$ cat src/bus_pkg.sv
`default_nettype none

package bus_pkg;

    // Stretch length of the internal reset after the external one drops
    localparam int RESET_CYCLES = 12;

    // RAM sizing, word index taken from address bits 11:2
    localparam int RAM_WORDS  = 1024;
    localparam int RAM_ADDR_W = $clog2(RAM_WORDS);

    // Keyboard FIFO sizing, depth doubles as the producer's starting credit
    localparam int KBD_DEPTH = 8;
    localparam int KBD_PTR_W = $clog2(KBD_DEPTH);
    localparam int KBD_CNT_W = $clog2(KBD_DEPTH + 1);
    localparam logic [KBD_CNT_W-1:0] KBD_FULL = KBD_CNT_W'(KBD_DEPTH);

    typedef logic [31:0] word_t;

    // One data memory access, 69 bits
    typedef struct packed {
        word_t      addr;
        word_t      wdata;
        logic [3:0] wmask;
        logic       rd;
    } dmem_req_t;

    // Decoded key event from the keyboard side
    typedef struct packed {
        logic       valid;
        logic [7:0] code;
    } kbd_event_t;

    typedef enum logic [2:0] {
        REGION_NONE,
        REGION_RAM,
        REGION_DISPLAY,
        REGION_SWITCH,
        REGION_KEYBOARD
    } region_t;

endpackage

`default_nettype wire
$ cat src/map_pkg.sv
`default_nettype none

package map_pkg;

    // Memory map
    //   1xxxxxxx   RAM
    //   FF000000   seven segment display register
    //   FF000004   switch bank
    //   FF000008   keyboard event FIFO
    //   all else   unmapped, reads give zero
    localparam logic [3:0]     RAM_NIBBLE = 4'h1;
    localparam bus_pkg::word_t DSP_ADDR   = 32'hFF00_0000;
    localparam bus_pkg::word_t SW_ADDR    = 32'hFF00_0004;
    localparam bus_pkg::word_t KBD_ADDR   = 32'hFF00_0008;

    // Cycles each digit stays lit
    localparam int DSP_DIVISOR = 16;
    localparam int DSP_DIV_W   = $clog2(DSP_DIVISOR);
    localparam logic [DSP_DIV_W-1:0] DSP_LAST = DSP_DIV_W'(DSP_DIVISOR - 1);

    // Cathode patterns, bit order dp g f e d c b a, active low
    localparam logic [0:15][7:0] SEG_CODES = {
        8'hC0, 8'hF9, 8'hA4, 8'hB0,
        8'h99, 8'h92, 8'h82, 8'hF8,
        8'h80, 8'h90, 8'h88, 8'h83,
        8'hC6, 8'hA1, 8'h86, 8'h8E
    };

    // Blank digit
    localparam logic [7:0] SEG_OFF = 8'hFF;

endpackage

`default_nettype wire

$ cat src/addr_decode.sv
`timescale 1ns/1ps
`default_nettype none

module addr_decode (
    input  wire bus_pkg::dmem_req_t req_i,
    output bus_pkg::region_t        region_o,
    output logic [3:0]              ram_wmask_o,
    output logic [3:0]              dsp_wmask_o,
    output logic                    kbd_pop_o
);

    logic ram_hit_w;

    // RAM claims the whole top nibble, aliases included
    assign ram_hit_w = (req_i.addr[31:28] == map_pkg::RAM_NIBBLE);

    always_comb begin
        if (ram_hit_w) begin
            region_o = bus_pkg::REGION_RAM;
        end else if (req_i.addr == map_pkg::DSP_ADDR) begin
            region_o = bus_pkg::REGION_DISPLAY;
        end else if (req_i.addr == map_pkg::SW_ADDR) begin
            region_o = bus_pkg::REGION_SWITCH;
        end else if (req_i.addr == map_pkg::KBD_ADDR) begin
            region_o = bus_pkg::REGION_KEYBOARD;
        end else begin
            region_o = bus_pkg::REGION_NONE;
        end
    end

    // Only the selected device sees the byte mask
    // Switch and keyboard writes go nowhere
    assign ram_wmask_o = (region_o == bus_pkg::REGION_RAM)     ? req_i.wmask : 4'b0000;
    assign dsp_wmask_o = (region_o == bus_pkg::REGION_DISPLAY) ? req_i.wmask : 4'b0000;

    // A keyboard read consumes the head event
    assign kbd_pop_o = (region_o == bus_pkg::REGION_KEYBOARD) && req_i.rd;

    // At most one device may be written in a cycle
    always_comb begin
        assert (!((|ram_wmask_o) && (|dsp_wmask_o)))
        else $error("RAM and display written in the same cycle");
    end

endmodule

`default_nettype wire

$ cat config.mk
export PLATFORM = sky130hd
export DESIGN_NAME = addr_decode
export DESIGN_NICKNAME = d
export VERILOG_FILES = /design/src/bus_pkg.sv /design/src/map_pkg.sv /design/src/addr_decode.sv
export SDC_FILE = /design/constraint.sdc
export NUM_CORES = 1
export LEC_CHECK = 0
export BUFFER_PORTS_ARGS = -buffer_cell sky130_fd_sc_hd__buf_2
export CAP_MARGIN = 30
export CORE_UTILIZATION = 21
export DETAILED_ROUTE_END_ITERATION = 12
export MAX_ROUTING_LAYER = met4
export PLACE_DENSITY = 0.86
export SYNTH_ARGS = -nofsm -noshare
export SYNTH_HDL_FRONTEND = slang
export SYNTH_SLANG_ARGS = --single-unit
$ cat constraint.sdc
create_clock -name vclk -period 0.97
set_input_delay 0.0485 -clock vclk [all_inputs]
set_output_delay 0.0485 -clock vclk [all_outputs]
set_load 0.05 [all_outputs]
==> impl_metrics.py <==
metrics = {
    "synth": {
        "synth_seq_area_share_pct": 0,
        "synthCells": 32,
        "synth_area_um2": 298,
        "synth-compound-area-share_pct": 2.52,
        "yosys_warnings": 0,
        "synth_top_family_by_area": "simple AND/OR/NAND/NOR gates",
        "yosys.area_share.simple_pct": 92.4,
        "yosys.area_share.xor_xnor_pct": 0,
        "synth.mux.area_fraction_pct": 0,
        "synth_fa_ha_area_share_pct": 0,
        "synth_nets": 101,
        "synth_area_per_cell_um2": 9.31,
        "synth.distinct_cells": 17,
    },
    "die": {
        "die_area_mm2": 0.00157,
        "rows": 13,
        "die_w_um": 39.7,
        "core_region_area_mm2": 0.00132,
        "initial_core_util_pct": 22.6,
        "io_pins": 81,
        "fp.dieH_um": 39.7,
    },
    "sta": {
        "rsz0062_at_grt": "yes",
        "clock.fmax_mhz": 795,
        "timing.hold.ws_ns": 0.459,
        "slew_headroom_pct": 76.6,
        "setup_tns_ns": -2.31,
        "timing_hold_violations_final": 0,
        "drv_slew": 0,
        "tightest_slew_ns": 0.349,
        "setup_viol": 11,
        "fin_crit_ns": 1.26,
        "fin_ws_ns": -0.289,
        "fin_crit_sh_pct": 130,
    },
    "worst_setup_path": {
        "cpPeakStageDelay_ns": 0.32,
        "cp-end-kind": "output port",
        "worstSetupPathType": "in -> out",
        "crit_path_top_delay_cell": "nor4_4",
        "critPathMaxFanout": 4,
        "critical_path_arrival_ns": 1.21,
        "crit_required_ns": 0.92,
        "path_cells": "buf_6, nor4_4, nand4_4, buf_6, nor3_4, buf_6",
        "worstSetupStartpoint": "req_i[58]",
        "startpoint_type": "primary input",
        "cp_common_cell": "buf_6",
    },
    "global_route": {
        "grt_use_total_pct": 18.8,
        "antenna_found_initial": 0,
        "grt_first_pass_wirelength_um": 2000,
        "grt_pass1_vias": 499,
        "grt-ovfl-total": 0,
        "grt_max_degree": 7,
    },
    "run_status": {
        "status": "complete, but fails checks",
        "violations": "negative setup slack",
    },
    "routing": {
        "vias": 546,
        "wirelength_um": 1370,
        "drc": 0,
        "firstDrtPassIters": 1,
        "drt-initial-drc-count": 0,
        "ant_nets": 0,
        "wire_per_inst_um": 12.4,
        "via_per_inst": 4.92,
    },
    "cells_and_area": {
        "layout_common_cells": "buf_2, buf_6, buf_4, nor4_4, nor3_4",
        "seqCellArea_um2": 0,
        "multiInputGateArea_um2": 395,
        "drive_gt1_share_pct": 87.5,
        "clockBufferCount": 0,
        "diodes": 0,
        "n_fill_cell": 109,
        "nFlopsAndLatches": 0,
        "final_common_cell": "buf_2",
        "area_delta_synth_final_pct": 222,
        "layout.nets": 167,
    },
    "power": {
        "finalPower_mw": 0.227,
        "p_switching_mw": 0.0951,
        "irDropWorstVdd_mv": 0.154,
        "p_clk_share_pct": 0,
        "seqPwrFrac_pct": 0,
        "p_comb_share_pct": 100.0,
        "powerDensity_mw_per_mm2": 237,
        "p_int_mw": 0.132,
        "switching_share_pct": 41.9,
        "p_leak_nw": 0.483,
    },
    "placement": {
        "hpwl_um": 1080,
        "place_congestion": 0.666,
        "preCtsSetupSlack_ns": -0.408,
        "numPortBuffers": 49,
    },
    "min_path": {
        "hp-start": "req_i[4]",
        "whs_path_depth": 3,
        "min_path_type": "in -> out",
    },
    "run": {
        "maxCapViolations": 0,
    },
    "clock_tree": {
        "cts_hold_buf": 0,
    },
}
final timing paths:
kind	endpoint
setup / recovery	dsp_wmask_o[2]
hold / removal	ram_wmask_o[3]
per-layer routing:
| metal | GRT usage [%] | routed length [µm] | vias up |
|---|---|---|---|
| li1 | - | - | 261 |
| met1 | 18.4 | 432 | 254 |
| met2 | 41.8 | 867 | 31 |
| met3 | 0 | 72 | 0 |
| met4 | 0 | 0 | 0 |
| met5 | - | 0 | - |
cell type report:
cell class / count / area share (%)
Tap cell: 15 / 1.96
Timing Repair Buffer: 64 / 55.3
Multi-Input combinational cell: 28 / 41.2
Inverter: 4 / 1.56
power by group through the flow:
stage	Clock (mW)	Combinational [mW]	Sequential [mW]
floorplan	0	0.0521	0
global placement	0	0.170	0
global route	0	0.243	0
CTS	0	0.218	0
detailed placement	0	0.177	0
finish	0	0.227	0
cells by family (layout without fill, tap and decap cells):
| group | Yosys count | in the layout |
|---|---|---|
| simple gates | 27 | 27 |
| buf+inv | 4 | 68 |
| compound gates | 1 | 1 |
stage by stage:
step           area (µm²)  utilization, %  std cells
2_1_floorplan         370               -         32
3_3_place_gp          709            53.8        106
3_5_place_dp          709            53.8        106
4_1_cts               925            70.2        109
6_report              960            72.8        111
5_1_grt               960            72.8        111
Yosys cell counts:
cell type | count | area, µm²
and2_1 | 4 | 25.0
and4_1 | 1 | 8.76
and4bb_1 | 1 | 12.5
and4bb_2 | 1 | 12.5
inv_1 | 4 | 15.0
nand3b_1 | 1 | 7.51
nand4_1 | 2 | 12.5
nand4_2 | 1 | 12.5
nand4_4 | 1 | 21.3
nor2_1 | 1 | 3.75
nor3_1 | 5 | 25.0
nor4_1 | 1 | 6.26
nor4_2 | 2 | 25.0
nor4_4 | 3 | 63.8
nor4b_1 | 1 | 8.76
nor4b_2 | 2 | 30.0
o21bai_1 | 1 | 7.51
worst max-delay path: cells and delay by family:
kind / cells / cell delay [ns]
and+or+nand+nor: 3 / 0.69
buffers and inverters: 3 / 0.47
what timing repair did:
action                                  CTS  global route
gates cloned                              0             0
gates resized for setup                  49             4
buffers inserted                          3             2
endpoints found under the setup margin   12            12
pin swaps                                19            11
(Power assumes the default switching activity.)
