<file path="src/bus_pkg.sv">
`default_nettype none

package bus_pkg;

    // Stretch length of the internal reset after the external one drops
    localparam int RESET_CYCLES = 12;

    // RAM sizing, word index taken from address bits 11:2
    localparam int RAM_WORDS  = 1024;
    localparam int RAM_ADDR_W = $clog2(RAM_WORDS);

    // Keyboard FIFO sizing, depth doubles as the producer's starting credit
    localparam int KBD_DEPTH = 8;
    localparam int KBD_PTR_W = $clog2(KBD_DEPTH);
    localparam int KBD_CNT_W = $clog2(KBD_DEPTH + 1);
    localparam logic [KBD_CNT_W-1:0] KBD_FULL = KBD_CNT_W'(KBD_DEPTH);

    typedef logic [31:0] word_t;

    // One data memory access, 69 bits
    typedef struct packed {
        word_t      addr;
        word_t      wdata;
        logic [3:0] wmask;
        logic       rd;
    } dmem_req_t;

    // Decoded key event from the keyboard side
    typedef struct packed {
        logic       valid;
        logic [7:0] code;
    } kbd_event_t;

    typedef enum logic [2:0] {
        REGION_NONE,
        REGION_RAM,
        REGION_DISPLAY,
        REGION_SWITCH,
        REGION_KEYBOARD
    } region_t;

endpackage

`default_nettype wire
</file>
<file path="src/read_return.sv">
`timescale 1ns/1ps
`default_nettype none

module read_return (
    input  wire logic             cpu_clk_i,
    input  wire logic             reset_i,
    input  wire bus_pkg::region_t region_i,
    input  wire logic [15:0]      switch_i,
    input  wire bus_pkg::word_t   ram_rdata_i,
    input  wire bus_pkg::word_t   dsp_rdata_i,
    input  wire bus_pkg::word_t   kbd_rdata_i,
    output bus_pkg::word_t        rsp_o
);

    bus_pkg::region_t region_r;
    logic [15:0]      switch_r;

    always_ff @(posedge cpu_clk_i) begin
        if (reset_i) begin
            region_r <= bus_pkg::REGION_NONE;
        end else begin
            region_r <= region_i;
        end
    end

    // Switches as seen during the request cycle
    always_ff @(posedge cpu_clk_i) begin
        switch_r <= switch_i;
    end

    always_comb begin
        case (region_r)
            bus_pkg::REGION_RAM:      rsp_o = ram_rdata_i;
            bus_pkg::REGION_DISPLAY:  rsp_o = dsp_rdata_i;
            bus_pkg::REGION_SWITCH:   rsp_o = {16'h0000, switch_r};
            bus_pkg::REGION_KEYBOARD: rsp_o = kbd_rdata_i;
            default:                  rsp_o = '0;
        endcase
    end

endmodule

`default_nettype wire

</file>
<file path="config.mk">
export PLATFORM = sky130hd
export DESIGN_NAME = read_return
export DESIGN_NICKNAME = d
export VERILOG_FILES = /design/src/bus_pkg.sv /design/src/read_return.sv
export SDC_FILE = /design/constraint.sdc
export NUM_CORES = 1
export LEC_CHECK = 0
export ABC_AREA = 1
export BUFFER_PORTS_ARGS = -buffer_cell sky130_fd_sc_hd__buf_2
export CAP_MARGIN = 10
export CORE_ASPECT_RATIO = 1.5
export CORE_MARGIN = 4
export CORE_UTILIZATION = 37
export CTS_CLUSTER_SIZE = 20
export DETAILED_ROUTE_END_ITERATION = 7
export PLACE_DENSITY_LB_ADDON = 0.25
export SYNTH_ARGS = -nofsm -noshare
export SYNTH_HDL_FRONTEND = slang
export SYNTH_SLANG_ARGS = --single-unit
</file>
<file path="constraint.sdc">
create_clock -name cpu_clk_i -period 1.1 [get_ports cpu_clk_i]
set_input_delay 0 -clock cpu_clk_i [delete_from_list [all_inputs] [get_ports cpu_clk_i]]
set_output_delay 0 -clock cpu_clk_i [all_outputs]
set_load 0.03 [all_outputs]
</file>
==> impl_metrics.toml, run 1 <==
[logic_synthesis]
ys_seq_area_share_pct = 24.2
syn_inst = 261
synth.distinct_cells = 14
synth-seq-cells = 19
avgSynthCellArea_um2 = 6.02
syn-cell-area_mm2 = 0.00157
synth-main-ff-cell = "dfxtp_1"
ys_async_sr_fraction_pct = 0
synth_common_cells = "nand2_1, nand4_1, inv_1, nand3_1, dfxtp_1"
ys_warn_count = 0
yosysMostFrequentCell = "nand2_1"
synth_largest_area_cell = "dfxtp_1"
synth-edff-count = 0
synth_top_area_share_pct = 24.2
synth.area.top_cells = "dfxtp_1, nand2_1, nand4_1"
syn-num-nets = 378

[outcome]
violations = "negative setup slack"
status = "finished, violations left"

[critical_path]
end_kind = "primary output"
arrival_ns = 1.40
crit_start = "region_r[0]$_SDFF_PP0_"
cp_num_buf_inv = 3
crit_top_cell = "buf_12"
crit_type = "reg -> out"
slowest_delay_ns = 0.33
path_cells = "buf_12, nor3_4, buf_12, nand2_1, nand3_2, buf_6"
cp.required_ns = 1.10
start_kind = "register"
cp_top_family = "buffers and inverters"
crit_path_top_delay_cell = "dfxtp_2"
crit_fanout = 16

[drt]
vias_per_cell = 4.95
drt-pass1-iter-count = 4
vias = 2362
drtAntennaViolNets = 0
dr.first_iter.drc_count = 153
routedWlPerCell_um = 13.4
wl_mm = 6.41
drc = 0

[timing]
drv_slew = 0
period_minus_slack_ns = 1.40
rsz0062_at_grt = "yes"
hold_violations = 0
max_freq_ghz = 0.713
tns_ns = -8.56
setup_violations = 32
worst_pin_slew_ns = 0.184
slew_headroom_pct = 87.7
fin_crit_sh_pct = 127
setup_ws_ns = -0.302

[worst_hold_path]
min_to = "rsp_o[17]"
hp-class = "in -> out"
worstHoldStart = "kbd_rdata_i[17]"
min_path_cells = 4

[floorplan]
fp-row-count = 28
die_h_um = 87.8
io_pins = 149
core_mm2 = 0.00403
dieArea_mm2 = 0.00537
start_util_pct = 39.0
die_w_um = 61.2

[clock_network]
postCtsSetupRepairBufs = 0
cts_made_buffers = 3
htree_levels = 1
cts_tree = "yes"
clkTransAtPathRegs_ns = 0.07
cts.sinks = 19
clock_path_buffers = 2
ctsRootBufferMaster = "clkbuf_8"

[final_layout]
drive_above_1_share_pct = 52.1
diodes = 0
syn2layout_area_growth_pct = 99.0
finalNonFillerCells = 477
finish.net_count = 550
final_area_mm2 = 0.00313

[global_routing]
grt_pass1_vias = 2379
grt_pass1_wl_mm = 9.77
antenna_found_initial = 0
grt.total_usage_pct = 23.5
gr-total-overflow = 0
grt_max_degree = 22

[place]
post_dp_cell_area_mm2 = 0.00266
place_inst = 453
hpwl_mm = 4.74
gp_congestion = 0.780
port_buffers = 148

[power]
p_per_area_mw_per_mm2 = 780
ir_drop_v = 0.000515
leakagePower_nw = 1.74

[job]
cap_violations = 0
-- per-stage QoR --
stage          hold WS [ns]  power (W)  utilization, %  worst slack [ns]
4_1_cts               0.304    0.00244            77.4            -0.319
3_5_place_dp          0.104    0.00176            66.1            -0.110
3_3_place_gp          0.103    0.00176            66.1           -0.0790
6_report              0.304    0.00244            77.6            -0.302
2_1_floorplan        0.0277    0.00134               -           0.00570
5_1_grt               0.324    0.00258            77.6            -0.381
-- flip-flops by register name (all words and copies together) (netlist names) --
| signal | cells |
|---|---|
| region_r | 3 |
| switch_r | 16 |
-- logic make-up (layout without fill, tap and decap cells) --
| logic type | Yosys count | after routing | share of synthesized area, % |
|---|---|---|---|
| buffers and inverters | 59 | 230 | 19.0 |
| flip-flops | 19 | 19 | 24.2 |
| AND/OR/NAND/NOR | 183 | 183 | 56.8 |
-- metal layers --
metal	up-vias	global-route usage, %	routed length [um]	part of all wire, %
met5	-	0	0	0
met4	0	9.66	170	2.7
met3	14	4.28	549	8.6
met2	124	44.6	3330	52
met1	1026	23.9	2350	37
li1	1198	-	-	-
-- what timing repair did --
| item | 4_1_cts | 5_1_grt |
|---|---|---|
| hold buffers | 20 | 0 |
| gates cloned | 0 | 0 |
| setup endpoints to repair | 32 | 32 |
| hold endpoints to repair | 19 | 0 |
| resized for setup | 78 | 4 |
-- power by group --
part	switching, W	internal, W	total [W]
Clock	0.000210	0.000257	0.000467
Combinational	0.000632	0.000599	0.00123
Sequential	0.0000134	0.000727	0.000740
Total	0.000856	0.00158	0.00244
-- cells in the final DEF, fill, tap and decap left out, types with 7 or more instances in the layout --
| master | n |
|---|---|
| nand3_1 | 16 |
| inv_2 | 12 |
| dfxtp_1 | 16 |
| inv_1 | 24 |
| buf_6 | 35 |
| nand2_1 | 79 |
| dlygate4sd3_1 | 20 |
| nand3_2 | 16 |
| nand2_2 | 7 |
| nand4_1 | 48 |
| buf_2 | 116 |
| buf_12 | 10 |
| buf_4 | 7 |
| nand2_4 | 10 |
-- how the worst max path moves through the flow --
stage           endpoint  slack, ns  cells after the start
6_report       rsp_o[31]      -0.30                      6
5_1_grt        rsp_o[31]      -0.38                      6
4_1_cts        rsp_o[29]      -0.32                      6
3_5_place_dp   rsp_o[30]      -0.11                      7
3_3_place_gp   rsp_o[30]      -0.08                      6
2_1_floorplan  rsp_o[16]      0.006                      6
-- area by class of cell --
class	instances	area (um^2)
Clock buffer	4	45.0
Fill cell	290	903
Inverter	38	148
Multi-Input combinational cell	183	1060
Sequential cell	19	384
Tap cell	45	56.3
Timing Repair Buffer	188	1430
No activity file was read; power rests on OpenSTA's default activity.
==> run 2, diff against run 1 <==
- ABC_AREA: 1 -> default
- CAP_MARGIN: 10 -> default
- CORE_UTILIZATION: 37 -> 40
==> impl_metrics.toml, run 2 <==
[clock_network]
cts.sinks = 19
ctsRootBufferMaster = "clkbuf_8"
htree_levels = 1
clock_path_buffers = 2
cts_made_buffers = 3
cts_tree = "yes"
clkTransAtPathRegs_ns = 0.07

[critical_path]
start_kind = "register"
cp.required_ns = 1.10
end_kind = "primary output"
crit_fanout = 12
crit_type = "reg -> out"
arrival_ns = 1.80

[timing]
hold_violations = 0
fin_crit_sh_pct = 164
period_minus_slack_ns = 1.80
worst_pin_slew_ns = 0.357
setup_ws_ns = -0.702
max_freq_ghz = 0.555
rsz0062_at_grt = "yes"
slew_headroom_pct = 75.9
setup_violations = 32
drv_slew = 0

[drt]
vias = 2360
vias_per_cell = 5.90
routedWlPerCell_um = 19.1
drt-pass1-iter-count = 4
drtAntennaViolNets = 0
wl_mm = 7.66
dr.first_iter.drc_count = 100
drc = 0

[worst_hold_path]
min_to = "rsp_o[23]"
worstHoldStart = "ram_rdata_i[23]"
hp-class = "in -> out"
min_path_cells = 3

[place]
hpwl_mm = 4.47
pre_cts_slack_ns = -0.477
post_dp_cell_area_mm2 = 0.00277
gp_congestion = 0.742
place_inst = 364
port_buffers = 148

[floorplan]
core_mm2 = 0.00432
fp-row-count = 29
start_util_pct = 42.5
io_pins = 149
die_w_um = 63.3
die_h_um = 90.9
dieArea_mm2 = 0.00575

[final_layout]
syn2layout_area_growth_pct = 94.5
reg_top3 = "switch_r (16), region_r (3)"
final_area_mm2 = 0.00357
largest_register = "switch_r"
final_common_cell = "buf_2"
finish.net_count = 472
final_core_util_pct = 82.6
largest_reg_flops = 16
drive_above_1_share_pct = 67.2
finalNonFillerCells = 400
mostFrequentLayoutCells = "buf_2, buf_6, nor4bb_1"
diodes = 0

[logic_synthesis]
synth-main-ff-cell = "dfxtp_1"
synth-edff-count = 0
synth-seq-cells = 19
synth_common_cells = "nor4bb_1, dfxtp_1, and4b_1, or4_1"
avgSynthCellArea_um2 = 10.1
syn_inst = 182
ys_async_sr_fraction_pct = 0
synth.area.top_cells = "nor4bb_1, dfxtp_1, and4bb_1"
synth.distinct_cells = 17
yosysMostFrequentCell = "nor4bb_1"
syn-num-nets = 299
syn-cell-area_mm2 = 0.00183
synth_top_area_share_pct = 22.9
ys_seq_area_share_pct = 20.8
ys_warn_count = 0
synth_largest_area_cell = "nor4bb_1"

[power]
leakagePower_nw = 1.72
ir_drop_v = 0.000752
p_per_area_mw_per_mm2 = 740

[global_routing]
met2_usage_pct = 43.0
grt_max_degree = 45
antenna_found_initial = 0
met3_usage_pct = 6.23
grt_pass1_wl_mm = 10.7
gr-total-overflow = 0
grt.total_usage_pct = 22.5
grt_pass1_vias = 2351
top_usage_layer = "met2"
grt_use_met1_pct = 22.9

[job]
cap_violations = 0

[outcome]
violations = "negative setup slack"
status = "finished, violations left"
==> run 2: cell count changes in the layout (fill, tap and decap cells not counted), sizes merged, moves of 16 or more <==
cell,delta
nand3,-32
nor4bb,+42
nand2,-96
and4b,+16
or4,+16
and4bb,+23
nand4,-48
inv,-38
==> run 2: timing repair <==
action	4_1_cts	5_1_grt
resized for setup	68	30
setup endpoints to repair	32	32
buffers inserted	2	4
hold buffers	19	1
pin swaps	19	4
endpoints found under the hold margin	19	1
gates cloned	1	6
==> run 2: power breakdown <==
part	total (W)	internal [W]	switching [W]
combinational	0.00137	0.000789	0.000585
sequential	0.000750	0.000722	0.0000277
clock	0.000517	0.000259	0.000258
==> run 2: cell families (layout without fill, tap and decap cells) <==
logic type      Yosys count  count (layout)  synth area share, %
flops                    19              19                 20.8
compound gates           16              16                 8.67
buf+inv                  30             202                 9.28
simple gates            117             117                 61.3
==> run 2: layer usage <==
layer / vias to the layer above / share of wire [%]
li1: 1115 / -
met1: 1099 / 37
met2: 129 / 52
met3: 17 / 8.3
met4: 0 / 2.5
met5: - / 0
==> run 2: critical path: stages (launching register included) <==
cell      delay, ns
dfxtp_4        0.41
buf_4          0.19
and4bb_2       0.24
or4_4          0.54
buf_6          0.16
==> run 2: how the worst max path moves through the flow <==
stage          slack, ns              startpoint  depth (start not counted)         to
5_1_grt            -0.72  region_r[0]$_SDFF_PP0_                          4   rsp_o[8]
3_5_place_dp       -0.48  region_r[0]$_SDFF_PP0_                          4  rsp_o[24]
6_report           -0.70  region_r[0]$_SDFF_PP0_                          4   rsp_o[8]
4_1_cts            -0.66  region_r[1]$_SDFF_PP0_                          5   rsp_o[7]
3_3_place_gp       -0.45  region_r[0]$_SDFF_PP0_                          4  rsp_o[16]
2_1_floorplan      -0.23  region_r[0]$_SDFF_PP0_                          4   rsp_o[8]
==> run 2: through the flow <==
stage          power [W]  setup TNS, ns  hold slack, ns
6_report         0.00264         -18.57           0.316
5_1_grt          0.00275         -19.63           0.331
4_1_cts          0.00249         -18.46         0.00104
3_5_place_dp     0.00177         -13.41           0.104
3_3_place_gp     0.00176         -12.86           0.102
2_1_floorplan    0.00143          -5.31          0.0277
==> run 2: final cells by class <==
cell class	count	area, um^2
timing repair buffer	198	1590
multi-input combinational	133	1480
fill	246	752
sequential	19	392
tap	46	57.6
clock buffer	4	45.0
