$ cat src/bus_pkg.sv
`default_nettype none

package bus_pkg;

    // Stretch length of the internal reset after the external one drops
    localparam int RESET_CYCLES = 12;

    // RAM sizing, word index taken from address bits 11:2
    localparam int RAM_WORDS  = 1024;
    localparam int RAM_ADDR_W = $clog2(RAM_WORDS);

    // Keyboard FIFO sizing, depth doubles as the producer's starting credit
    localparam int KBD_DEPTH = 8;
    localparam int KBD_PTR_W = $clog2(KBD_DEPTH);
    localparam int KBD_CNT_W = $clog2(KBD_DEPTH + 1);
    localparam logic [KBD_CNT_W-1:0] KBD_FULL = KBD_CNT_W'(KBD_DEPTH);

    typedef logic [31:0] word_t;

    // One data memory access, 69 bits
    typedef struct packed {
        word_t      addr;
        word_t      wdata;
        logic [3:0] wmask;
        logic       rd;
    } dmem_req_t;

    // Decoded key event from the keyboard side
    typedef struct packed {
        logic       valid;
        logic [7:0] code;
    } kbd_event_t;

    typedef enum logic [2:0] {
        REGION_NONE,
        REGION_RAM,
        REGION_DISPLAY,
        REGION_SWITCH,
        REGION_KEYBOARD
    } region_t;

endpackage

`default_nettype wire
$ cat src/kbd_fifo.sv
`timescale 1ns/1ps
`default_nettype none

module kbd_fifo (
    input  wire logic                cpu_clk_i,
    input  wire logic                reset_i,
    input  wire bus_pkg::kbd_event_t event_i,
    input  wire logic                pop_i,
    output logic                     credit_o,
    output bus_pkg::word_t           rdata_o,
    output logic                     interrupt_o
);

    logic [7:0]                    mem_r [bus_pkg::KBD_DEPTH];
    logic [bus_pkg::KBD_PTR_W-1:0] rd_ptr_r;
    logic [bus_pkg::KBD_PTR_W-1:0] wr_ptr_r;
    logic [bus_pkg::KBD_CNT_W-1:0] count_r;
    logic                          empty_w;
    logic                          push_w;
    logic                          pop_w;

    assign empty_w = (count_r == '0);
    assign push_w  = event_i.valid && (count_r != bus_pkg::KBD_FULL);
    assign pop_w   = pop_i && !empty_w;

    // Pending events raise the interrupt
    assign interrupt_o = !empty_w;

    always_ff @(posedge cpu_clk_i) begin
        if (reset_i) begin
            rd_ptr_r <= '0;
            wr_ptr_r <= '0;
            count_r  <= '0;
            credit_o <= 1'b0;
        end else begin
            if (push_w) begin
                wr_ptr_r <= wr_ptr_r + 1'b1;
            end
            if (pop_w) begin
                rd_ptr_r <= rd_ptr_r + 1'b1;
            end
            case ({push_w, pop_w})
                2'b10:   count_r <= count_r + 1'b1;
                2'b01:   count_r <= count_r - 1'b1;
                default: count_r <= count_r;
            endcase
            // One credit back per event taken
            credit_o <= pop_w;
        end
    end

    always_ff @(posedge cpu_clk_i) begin
        if (push_w) begin
            mem_r[wr_ptr_r] <= event_i.code;
        end
    end

    // Valid flag at bit 16, code in the low byte
    always_ff @(posedge cpu_clk_i) begin
        if (empty_w) begin
            rdata_o <= '0;
        end else begin
            rdata_o <= {15'b0, 1'b1, 8'b0, mem_r[rd_ptr_r]};
        end
    end

    // Producer must hold a credit before pushing
    a_no_push_full: assert property (@(posedge cpu_clk_i) disable iff (reset_i)
        event_i.valid |-> (count_r != bus_pkg::KBD_FULL))
    else $error("keyboard event pushed into a full FIFO");

    a_count_bound: assert property (@(posedge cpu_clk_i) disable iff (reset_i)
        count_r <= bus_pkg::KBD_FULL)
    else $error("keyboard FIFO count above depth");

endmodule

`default_nettype wire

$ cat config.mk
export PLATFORM = sky130hd
export DESIGN_NAME = kbd_fifo
export DESIGN_NICKNAME = d
export VERILOG_FILES = /design/src/bus_pkg.sv /design/src/kbd_fifo.sv
export SDC_FILE = /design/constraint.sdc
export NUM_CORES = 1
export LEC_CHECK = 0
export BUFFER_PORTS_ARGS = -buffer_cell sky130_fd_sc_hd__buf_2
export CORE_MARGIN = 2
export CORE_UTILIZATION = 57
export CTS_CLUSTER_DIAMETER = 100
export CTS_CLUSTER_SIZE = 24
export DETAILED_ROUTE_END_ITERATION = 12
export PLACE_DENSITY = 0.87
export SYNTH_ARGS = -nofsm -noshare
export SYNTH_HDL_FRONTEND = slang
export SYNTH_SLANG_ARGS = --single-unit
$ cat constraint.sdc
create_clock -name cpu_clk_i -period 3.25 [get_ports cpu_clk_i]
set_input_delay 0.1625 -clock cpu_clk_i [delete_from_list [all_inputs] [get_ports cpu_clk_i]]
set_output_delay 0.1625 -clock cpu_clk_i [all_outputs]
set_load 0.01 [all_outputs]
==> results of run 1 <==
==> worst max-delay path by stage <==
stage          slack [ps]       start  cells after the start    endpoint
5_1_grt               420  count_r[1]                     12  count_r[2]
4_1_cts               580  count_r[1]                     12  count_r[2]
3_3_place_gp          700  count_r[1]                     12  count_r[2]
6_report              610  count_r[1]                     12  count_r[2]
2_1_floorplan         840  count_r[1]                     12  count_r[2]
3_5_place_dp          610  count_r[1]                     12  count_r[2]
==> registers in the layout, summed over array words and instances, names as in the netlist, named ones only <==
signal	cells
wr_ptr_r	3
count_r	4
rdata_o	9
credit_o	1
mem_r	64
rd_ptr_r	3
==> synthesized netlist by cell type <==
master / number / area share
buf_6: 1 / 0.0032
conb_1: 1 / 0.0011
nor3b_1: 1 / 0.0021
or3_4: 1 / 0.0032
nor3_1: 4 / 0.0057
nor4_1: 1 / 0.0018
mux2i_1: 10 / 0.029
clkbuf_1: 1 / 0.0011
o21ai_4: 1 / 0.0046
inv_2: 1 / 0.0011
nor2_8: 1 / 0.0057
mux4_2: 16 / 0.10
buf_1: 1 / 0.0011
nor4bb_1: 1 / 0.0029
nand2_4: 1 / 0.0032
xor2_2: 1 / 0.0046
buf_4: 25 / 0.054
dfxtp_1: 23 / 0.13
a21oi_1: 5 / 0.0071
or2_2: 1 / 0.0018
nand3_1: 2 / 0.0029
xnor2_1: 1 / 0.0025
buf_2: 1 / 0.0014
o211ai_1: 1 / 0.0021
nor2_1: 22 / 0.024
nand2_1: 2 / 0.0021
a211o_2: 1 / 0.0029
o21ai_0: 1 / 0.0014
nand3b_1: 1 / 0.0021
or3_1: 1 / 0.0018
edfxtp_1: 64 / 0.55
xor2_1: 5 / 0.012
mux2_2: 1 / 0.0032
ha_1: 5 / 0.018
nand2b_1: 3 / 0.0054
inv_1: 3 / 0.0032
==> cells by family (layout without fill, tap and decap cells) <==
family          Yosys count  in the layout  synth area share
simple gates             42             42            0.0643
xor+xnor                  7              7            0.0196
other cells               1             23           0.00107
buf+inv                  33             50            0.0646
flops                    87             87             0.680
compound gates            9              9            0.0182
mux                      27             27             0.135
fa+ha+maj                 5              5            0.0179
==> area by class of cell <==
cell class / count / area (sq um)
tap: 75 / 93.8
multi-input combinational: 113 / 978
clock buffer: 10 / 128
fill: 400 / 2110
timing repair buffer: 30 / 170
sequential: 87 / 2380
clock inverter: 6 / 45.0
inverter: 4 / 15.0
==> critical path: stages (launching register included) <==
cell and delay [ps]:
dfxtp_1 360, or3_4 450, nor2_8 190, inv_2 100
nand2_4 100, inv_1 70, ha_1 250, xor2_1 170
ha_1 180, a21oi_1 150, xor2_1 90, or3_1 310
a21oi_1 140
==> layer usage <==
metal | vias up | global-route usage
li1 | 807 | -
met1 | 864 | 0.237
met2 | 71 | 0.302
met3 | 10 | 0.0370
met4 | 0 | 0.123
met5 | - | 0
==> power by group through the flow <==
stage / combinational [mW] / sequential [mW] / clock [mW]
2_1_floorplan: 0.653 / 1.45 / 0
3_3_place_gp: 0.812 / 1.45 / 0
3_5_place_dp: 0.839 / 1.45 / 0
4_1_cts: 0.844 / 1.43 / 0.674
5_1_grt: 0.917 / 1.45 / 0.708
6_report: 0.829 / 1.43 / 0.659
==> per-stage QoR <==
stage	hold WS, ps	total power [mW]	area, sq um	setup WS (ps)
6_report	70.1	2.92	3810	607
5_1_grt	76.5	3.07	3810	423
4_1_cts	60.2	2.95	3810	583
3_5_place_dp	437	2.29	3640	610
3_3_place_gp	429	2.26	3640	698
2_1_floorplan	232	2.10	3590	842
==> impl_metrics.py, run 1 <==
metrics = {
    "clocking": {
        "cts_root_buf": "clkbuf_8",
        "insertion_delay_ps": 360,
        "post_cts_resize_count": 0,
        "postCtsSetupBuffers": 0,
        "cts_made_buffers": 9,
        "cts_buffer_depth": 2,
        "h-tree-depth": 3,
        "cts_hold_buf": 0,
        "path_clk_slew_ps": 90,
        "cts.sinks": 87,
        "cts_tree": "yes",
    },
    "power_and_ir_drop": {
        "switching_share": 0.312,
        "p_int_mw": 2.01,
        "cellLeakagePower_nw": 1.36,
        "p_clk_frac": 0.226,
        "pwr_density_cell_nw_per_um2": 765,
        "pwr-share-seq": 0.490,
        "ir_worst_vdd_mv": 0.511,
        "power_frac_comb": 0.284,
        "switching_power_uw": 909,
    },
    "floorplan": {
        "die_area_sq_um": 6790,
        "die_y_microns": 82.4,
        "die_w_microns": 82.4,
        "core-area_sq_um": 5920,
        "initial_core_util": 0.592,
        "ios": 46,
        "rows": 28,
    },
    "finish": {
        "final_cell_mix": "64 x edfxtp_1, 23 x dfxtp_1, 23 x conb_1, 22 x nor2_1, 22 x buf_2",
        "final_common_cell": "edfxtp_1",
        "post-route-util": 0.644,
        "drive_gt1_frac": 0.280,
        "num_antenna_cells": 0,
        "layout.cells.non_filler": 325,
        "nNetsFinal": 262,
        "area_growth_pct": 8.78,
    },
    "drt": {
        "wl_met3_microns": 456,
        "via_count": 1752,
        "drc_errors": 0,
        "ant_nets": 0,
        "wl_met1_microns": 2240,
        "dr_wl_met2_microns": 2810,
        "topRoutingLayerUsed": "met4",
        "drtIter0Drc": 109,
        "routed_wl_microns": 5650,
        "wl_per_cell_microns": 17.4,
        "viasPerCell": 5.39,
        "dr.pass1.iters": 4,
    },
    "grt": {
        "grt_start_max_net_pins": 17,
        "overflow": 0,
        "grt_first_pass_wirelength_microns": 8690,
        "track_usage": 0.190,
        "first_global_vias": 1710,
        "antenna_found_initial": 0,
    },
    "timing": {
        "tns_ps": 0,
        "rsz0062_at_grt": "no",
        "fin_crit_sh": 0.813,
        "worst_pin_slew_ps": 867,
        "setup_viol": 0,
        "slew_viol_final": 0,
        "max_freq_ghz": 0.378,
        "hold_viol_final": 0,
        "period_needed_ps": 2640,
        "fin_skew_ps": 8.57,
        "relSlewSlack": 0.420,
    },
    "job": {
        "drv_cap": 0,
    },
    "critical_path": {
        "crit_type": "reg -> reg",
        "rr_worst_depth": 12,
        "cp.required_ps": 3540,
        "timing.rr.end": "count_r[2]",
        "startpoint_type": "flip-flop",
        "end_kind": "flip-flop",
        "reg2reg_setup_slack_ps": 610,
        "worstReg2RegStart": "count_r[1]",
        "critPathArrivalTime_ps": 2930,
        "path_max_fanout": 9,
    },
    "placement": {
        "portBuffers": 22,
        "dp_hpwl_microns": 3740,
        "finalWeightedCongestion": 0.681,
        "placed_cells": 309,
    },
    "yosys": {
        "syn-mean-instance-area_sq_um": 16.6,
        "yosysWarnings": 0,
        "syn_area_sq_um": 3500,
        "ys_ff_latch": 87,
        "synth.distinct_cells": 36,
        "synthCells": 211,
        "ys_seq_area_frac": 0.680,
    },
    "hold_path": {
        "hold_end": "mem_r[4][6]",
        "hp-class": "in -> reg",
        "holdPathStages": 1,
        "worstHoldStart": "event_i[6]",
    },
    "outcome": {
        "status": "finished, final reports clean",
    },
}
(Power assumes the default switching activity.)
==> run 2: changes to the inputs <==
- CORE_UTILIZATION: 57 -> 51
- PLACE_DENSITY: 0.87 -> 0.83
- clock period: 3.25 -> 2.3 ns (I/O delays scaled with it)
==> run 2 against run 1 <==
Compared with the run above:
- combinational power rose by 71%
- clock-buffer cell count up 1
- flip-flop and latch count unchanged
- via count fell by 0.51%
- critical path type unchanged
- largest power group unchanged
==> impl_metrics.py, run 2 (synthesized netlist as in run 1, its figures left out) <==
metrics = {
    "grt": {
        "track_usage": 0.159,
        "grt_start_max_net_pins": 17,
        "overflow": 0,
        "first_global_vias": 1659,
        "antenna_found_initial": 0,
        "grt_first_pass_wirelength_microns": 8470,
    },
    "finish": {
        "area_growth_pct": 13.5,
        "reg.largest.list": "mem_r: 64 flops, rdata_o: 9 flops, count_r: 4 flops",
        "post-route-util": 0.592,
        "nNetsFinal": 269,
        "num_antenna_cells": 0,
        "final_cell_mix": "64 x edfxtp_1, 23 x conb_1, 22 x buf_2, 21 x nor2_1, 21 x dfxtp_1",
        "largest_reg_flops": 64,
        "final_common_cell": "edfxtp_1",
        "drive_gt1_frac": 0.342,
        "top_register": "mem_r",
    },
    "timing": {
        "fin_crit_sh": 0.985,
        "slew_viol_final": 0,
        "setup_viol": 0,
        "relSlewSlack": 0.351,
        "fin_skew_ps": 6.99,
        "tns_ps": 0,
        "max_freq_ghz": 0.441,
        "period_needed_ps": 2270,
        "hold_viol_final": 0,
        "worst_pin_slew_ps": 971,
        "rsz0062_at_grt": "yes",
    },
    "power_and_ir_drop": {
        "ir_worst_vdd_mv": 0.647,
        "cellLeakagePower_nw": 1.42,
        "pwr_density_cell_nw_per_um2": 1140,
    },
    "hold_path": {
        "hp-class": "in -> reg",
    },
    "clocking": {
        "path_clk_slew_ps": 80,
        "insertion_delay_ps": 350,
        "cts_made_buffers": 9,
        "cts_buffer_depth": 2,
        "h-tree-depth": 3,
        "cts_root_buf": "clkbuf_8",
        "cts_tree": "yes",
        "cts_hold_buf": 0,
        "cts.sinks": 87,
    },
    "floorplan": {
        "die_area_sq_um": 7550,
        "die_y_microns": 86.9,
        "die_w_microns": 86.9,
        "ios": 46,
        "core-area_sq_um": 6720,
        "rows": 30,
        "initial_core_util": 0.522,
    },
    "critical_path": {
        "cp.required_ps": 2580,
        "crit_type": "reg -> reg",
        "end_kind": "flip-flop",
        "path_max_fanout": 5,
        "critPathArrivalTime_ps": 2550,
        "startpoint_type": "flip-flop",
    },
    "drt": {
        "drtIter0Drc": 70,
        "wl_per_cell_microns": 16.5,
        "drc_errors": 0,
        "via_count": 1743,
        "viasPerCell": 5.17,
        "routed_wl_microns": 5540,
        "dr.pass1.iters": 5,
        "ant_nets": 0,
    },
    "placement": {
        "portBuffers": 22,
        "finalWeightedCongestion": 0.732,
        "dp_hpwl_microns": 3550,
    },
    "outcome": {
        "status": "finished, final reports clean",
    },
    "job": {
        "drv_cap": 0,
    },
}
-- run 2: changes by cell type in the layout (fill, tap and decap cells not counted), sizes merged --
cell	delta
buf	+7
bufinv	+2
clkinvlp	-2
inv	-2
clkbuf	+1
clkinv	+1
-- run 2: critical path, cell delays in order (launching register included) --
cell and delay (ps):
dfxtp_2 330, or3_4 430, nor2_8 110, inv_4 50, nand2_4 60, inv_4 50, ha_4 180, xor2_2 140
ha_2 170, a21oi_2 110, xor2_1 80, or3_1 370, a21oi_2 110
-- run 2: what timing repair did --
| action | 4_1_cts | 5_1_grt |
|---|---|---|
| gates cloned | 0 | 0 |
| setup buffers | 0 | 1 |
| pin swaps | 1 | 4 |
| resized for setup | 1 | 5 |
| endpoints found under the setup margin | 2 | 5 |
-- run 2: final timing paths --
kind / startpoint / end / slack (ps) / cells past startpoint
setup reg to reg: count_r[2] / count_r[2] / 30 / 12
hold reg to reg: rd_ptr_r[1] / flip-flop / 490 / 2
hold / removal: event_i[2] / mem_r[0][2] / 40 / 1
setup / recovery: count_r[2] / count_r[2] / 30 / 12
-- run 2: area by class of cell --
type | count | area (sq um)
Clock buffer | 11 | 141
Clock inverter | 5 | 81.3
Fill cell | 499 | 2740
Inverter | 4 | 20.0
Multi-Input combinational cell | 113 | 1030
Sequential cell | 87 | 2380
Tap cell | 80 | 100
Timing Repair Buffer | 37 | 223
-- run 2: metrics by stage --
step                      setup WS, ps  total power, mW  area (sq um)  cells  hold slack (ps)
after floorplan                  -14.8             3.03          3610    233              177
after global placement            68.5             3.36          3720    320              380
after detailed placement        -0.308             3.39          3720    320              390
after CTS                         6.81             4.54          3950    336             17.3
after global routing             -88.6             4.78          3980    337             35.9
final                             34.9             4.55          3980    337             36.5
-- run 2: power by group --
| part | total (mW) | switching, mW | internal, mW |
|---|---|---|---|
| registers | 1.98 | 0.0826 | 1.90 |
| logic | 1.42 | 0.730 | 0.692 |
| clock network | 1.15 | 0.506 | 0.642 |
-- run 2: layer usage --
metal,wire [microns],track usage,vias up
li1,-,-,818
met1,2350,0.196,867
met2,2910,0.264,51
met3,206,0.0436,7
met4,76,0.0710,0
met5,0,0,-
==> run 3: changes to the inputs <==
- CORE_MARGIN: 2 -> 4
==> run 3 against run 2 <==
Compared with the run above:
- register-to-register slack improved by 40 ps
- maximum frequency increased by 2.0%
- cell count unchanged
- total power decreased by 3.1%
- critical path depth decreased by 2
- sequential share of layout area increased by 0.19 points
- largest cell class unchanged
- critical path type unchanged
- first-iteration DRC count increased by 89%
- non-clock buffer count increased by 3
==> impl_metrics.py, run 3 (synthesized netlist as in run 1, its figures left out) <==
metrics = {
    "critical_path": {
        "cp.required_ps": 2530,
        "path_max_fanout": 5,
        "startpoint_type": "flip-flop",
        "crit_type": "reg -> reg",
        "rr_worst_depth": 10,
        "critPathArrivalTime_ps": 2450,
        "end_kind": "flip-flop",
        "reg2reg_setup_slack_ps": 80,
        "timing.rr.end": "count_r[3]",
        "worstReg2RegStart": "count_r[2]",
    },
    "floorplan": {
        "die_area_sq_um": 8260,
        "core-area_sq_um": 6490,
        "ios": 46,
        "die_w_microns": 90.9,
        "rows": 29,
        "initial_core_util": 0.540,
        "die_y_microns": 90.9,
    },
    "power_and_ir_drop": {
        "switching_share": 0.301,
        "p_int_mw": 3.08,
        "ir_worst_vdd_mv": 0.473,
        "power_frac_comb": 0.318,
        "pwr-share-seq": 0.449,
        "finalPower_mw": 4.41,
        "p_clk_frac": 0.233,
        "switching_power_mw": 1.33,
        "pwr_density_cell_nw_per_um2": 1110,
        "cellLeakagePower_nw": 1.43,
    },
    "placement": {
        "finalWeightedCongestion": 0.746,
        "dp_hpwl_microns": 4000,
        "placed_cells": 319,
        "portBuffers": 22,
        "placed_cell_area_sq_um": 3730,
    },
    "timing": {
        "worst_pin_slew_ps": 571,
        "hold_viol_final": 0,
        "rsz0062_at_grt": "yes",
        "period_needed_ps": 2220,
        "tns_ps": 0,
        "setup_viol": 0,
        "slew_viol_final": 0,
        "fin_skew_ps": 9.63,
        "max_freq_ghz": 0.450,
        "relSlewSlack": 0.619,
        "fin_crit_sh": 0.966,
    },
    "finish": {
        "multiInputGateArea_sq_um": 1020,
        "top_register": "mem_r",
        "final_area_sq_um": 3970,
        "final_cell_mix": "64 x edfxtp_1, 23 x conb_1, 22 x nor2_1, 22 x buf_2, 21 x dfxtp_1",
        "reg.largest.list": "mem_r: 64 flops, rdata_o: 9 flops, count_r: 4 flops",
        "nNetsFinal": 272,
        "area_growth_pct": 13.1,
        "num_antenna_cells": 0,
        "seqCellArea_sq_um": 2380,
        "final_common_cell": "edfxtp_1",
        "fill_cells": 463,
        "drive_gt1_frac": 0.338,
        "largest_reg_flops": 64,
        "layout.cells.non_filler": 337,
    },
    "grt": {
        "grt_use_met3": 0.0375,
        "grtUsageMet1": 0.204,
        "grt_start_max_net_pins": 17,
        "grtUsageMet2": 0.238,
        "antenna_found_initial": 1,
        "track_usage": 0.152,
        "grt_first_pass_wirelength_microns": 9450,
        "overflow": 0,
        "first_global_vias": 1769,
        "busiest_layer": "met2",
    },
    "outcome": {
        "status": "finished, final reports clean",
    },
    "hold_path": {
        "worstHoldStart": "event_i[3]",
        "hold_end": "mem_r[2][3]",
        "hp-class": "in -> reg",
        "holdPathStages": 1,
    },
    "drt": {
        "routed_wl_microns": 5930,
        "drc_errors": 0,
        "wl_per_cell_microns": 17.6,
        "viasPerCell": 5.37,
        "via_count": 1809,
        "drtIter0Drc": 132,
        "dr.pass1.iters": 4,
        "ant_nets": 0,
    },
    "clocking": {
        "cts_buffer_depth": 2,
        "insertion_delay_ps": 350,
        "cts_made_buffers": 9,
        "path_clk_slew_ps": 90,
        "cts.sinks": 87,
        "h-tree-depth": 3,
        "cts_tree": "yes",
        "cts_root_buf": "clkbuf_8",
    },
    "job": {
        "drv_cap": 0,
    },
}
==> run 3: cell types whose count changed in the layout (fill, tap and decap cells not counted), sizes merged <==
cell	previous run	this run
buf	37	40
inv	4	6
bufinv	2	1
clkbuf	11	10
==> run 3: how the worst max path moves through the flow <==
| stage | start | end | depth (start not counted) |
|---|---|---|---|
| 2_1_floorplan | count_r[2] | count_r[2] | 12 |
| 3_3_place_gp | count_r[2] | count_r[2] | 12 |
| 3_5_place_dp | count_r[2] | count_r[2] | 12 |
| 4_1_cts | count_r[1] | count_r[3] | 10 |
| 5_1_grt | count_r[2] | count_r[2] | 12 |
| 6_report | count_r[2] | count_r[3] | 10 |
==> run 3: routing by layer <==
layer	vias to the layer above	wire length [microns]
li1	831	-
met1	887	2490
met2	77	2920
met3	12	422
met4	2	88
met5	-	8
==> run 3: what timing repair did <==
| item | 4_1_cts | 5_1_grt |
|---|---|---|
| resized for setup | 1 | 4 |
| setup buffers | 0 | 2 |
| pin swaps | 1 | 4 |
| setup endpoints to repair | 1 | 2 |
| hold buffers | 0 | 0 |
==> run 3: layout make-up <==
class                   instances  share of cell area
repair buffers                 40              0.0618
clock buffers                  10              0.0322
flip-flops and latches         87               0.601
inverters                       4             0.00505
well taps                      77              0.0243
multi-input cells             113               0.258
clock inverters                 6              0.0170
==> run 3: critical path: stages, from the launching register on <==
cell and delay (ps):
dfxtp_2 320, or3_4 430, nor2_8 110, inv_4 50, nand2_4 60, inv_4 40, ha_4 170, nand3b_1 160
a211o_2 310, a21oi_2 140, mux2_4 310
==> run 3: power by group through the flow <==
stage                     clock network, mW  logic, mW  registers (mW)
after floorplan                           0      0.980            2.06
after global placement                    0       1.33            2.01
after detailed placement                  0       1.38            2.02
after CTS                              1.05       1.39            1.98
after global routing                   1.12       1.54            2.00
final                                  1.03       1.40            1.98
==> run 3: stage by stage <==
stage,hold WS (ps),util,setup slack [ps]
after floorplan,177,-,-14.8
after global placement,380,0.574,63.4
after detailed placement,397,0.574,7.33
after CTS,23.3,0.606,1.85
after global routing,32.7,0.610,-11.2
final,33.8,0.610,78.3
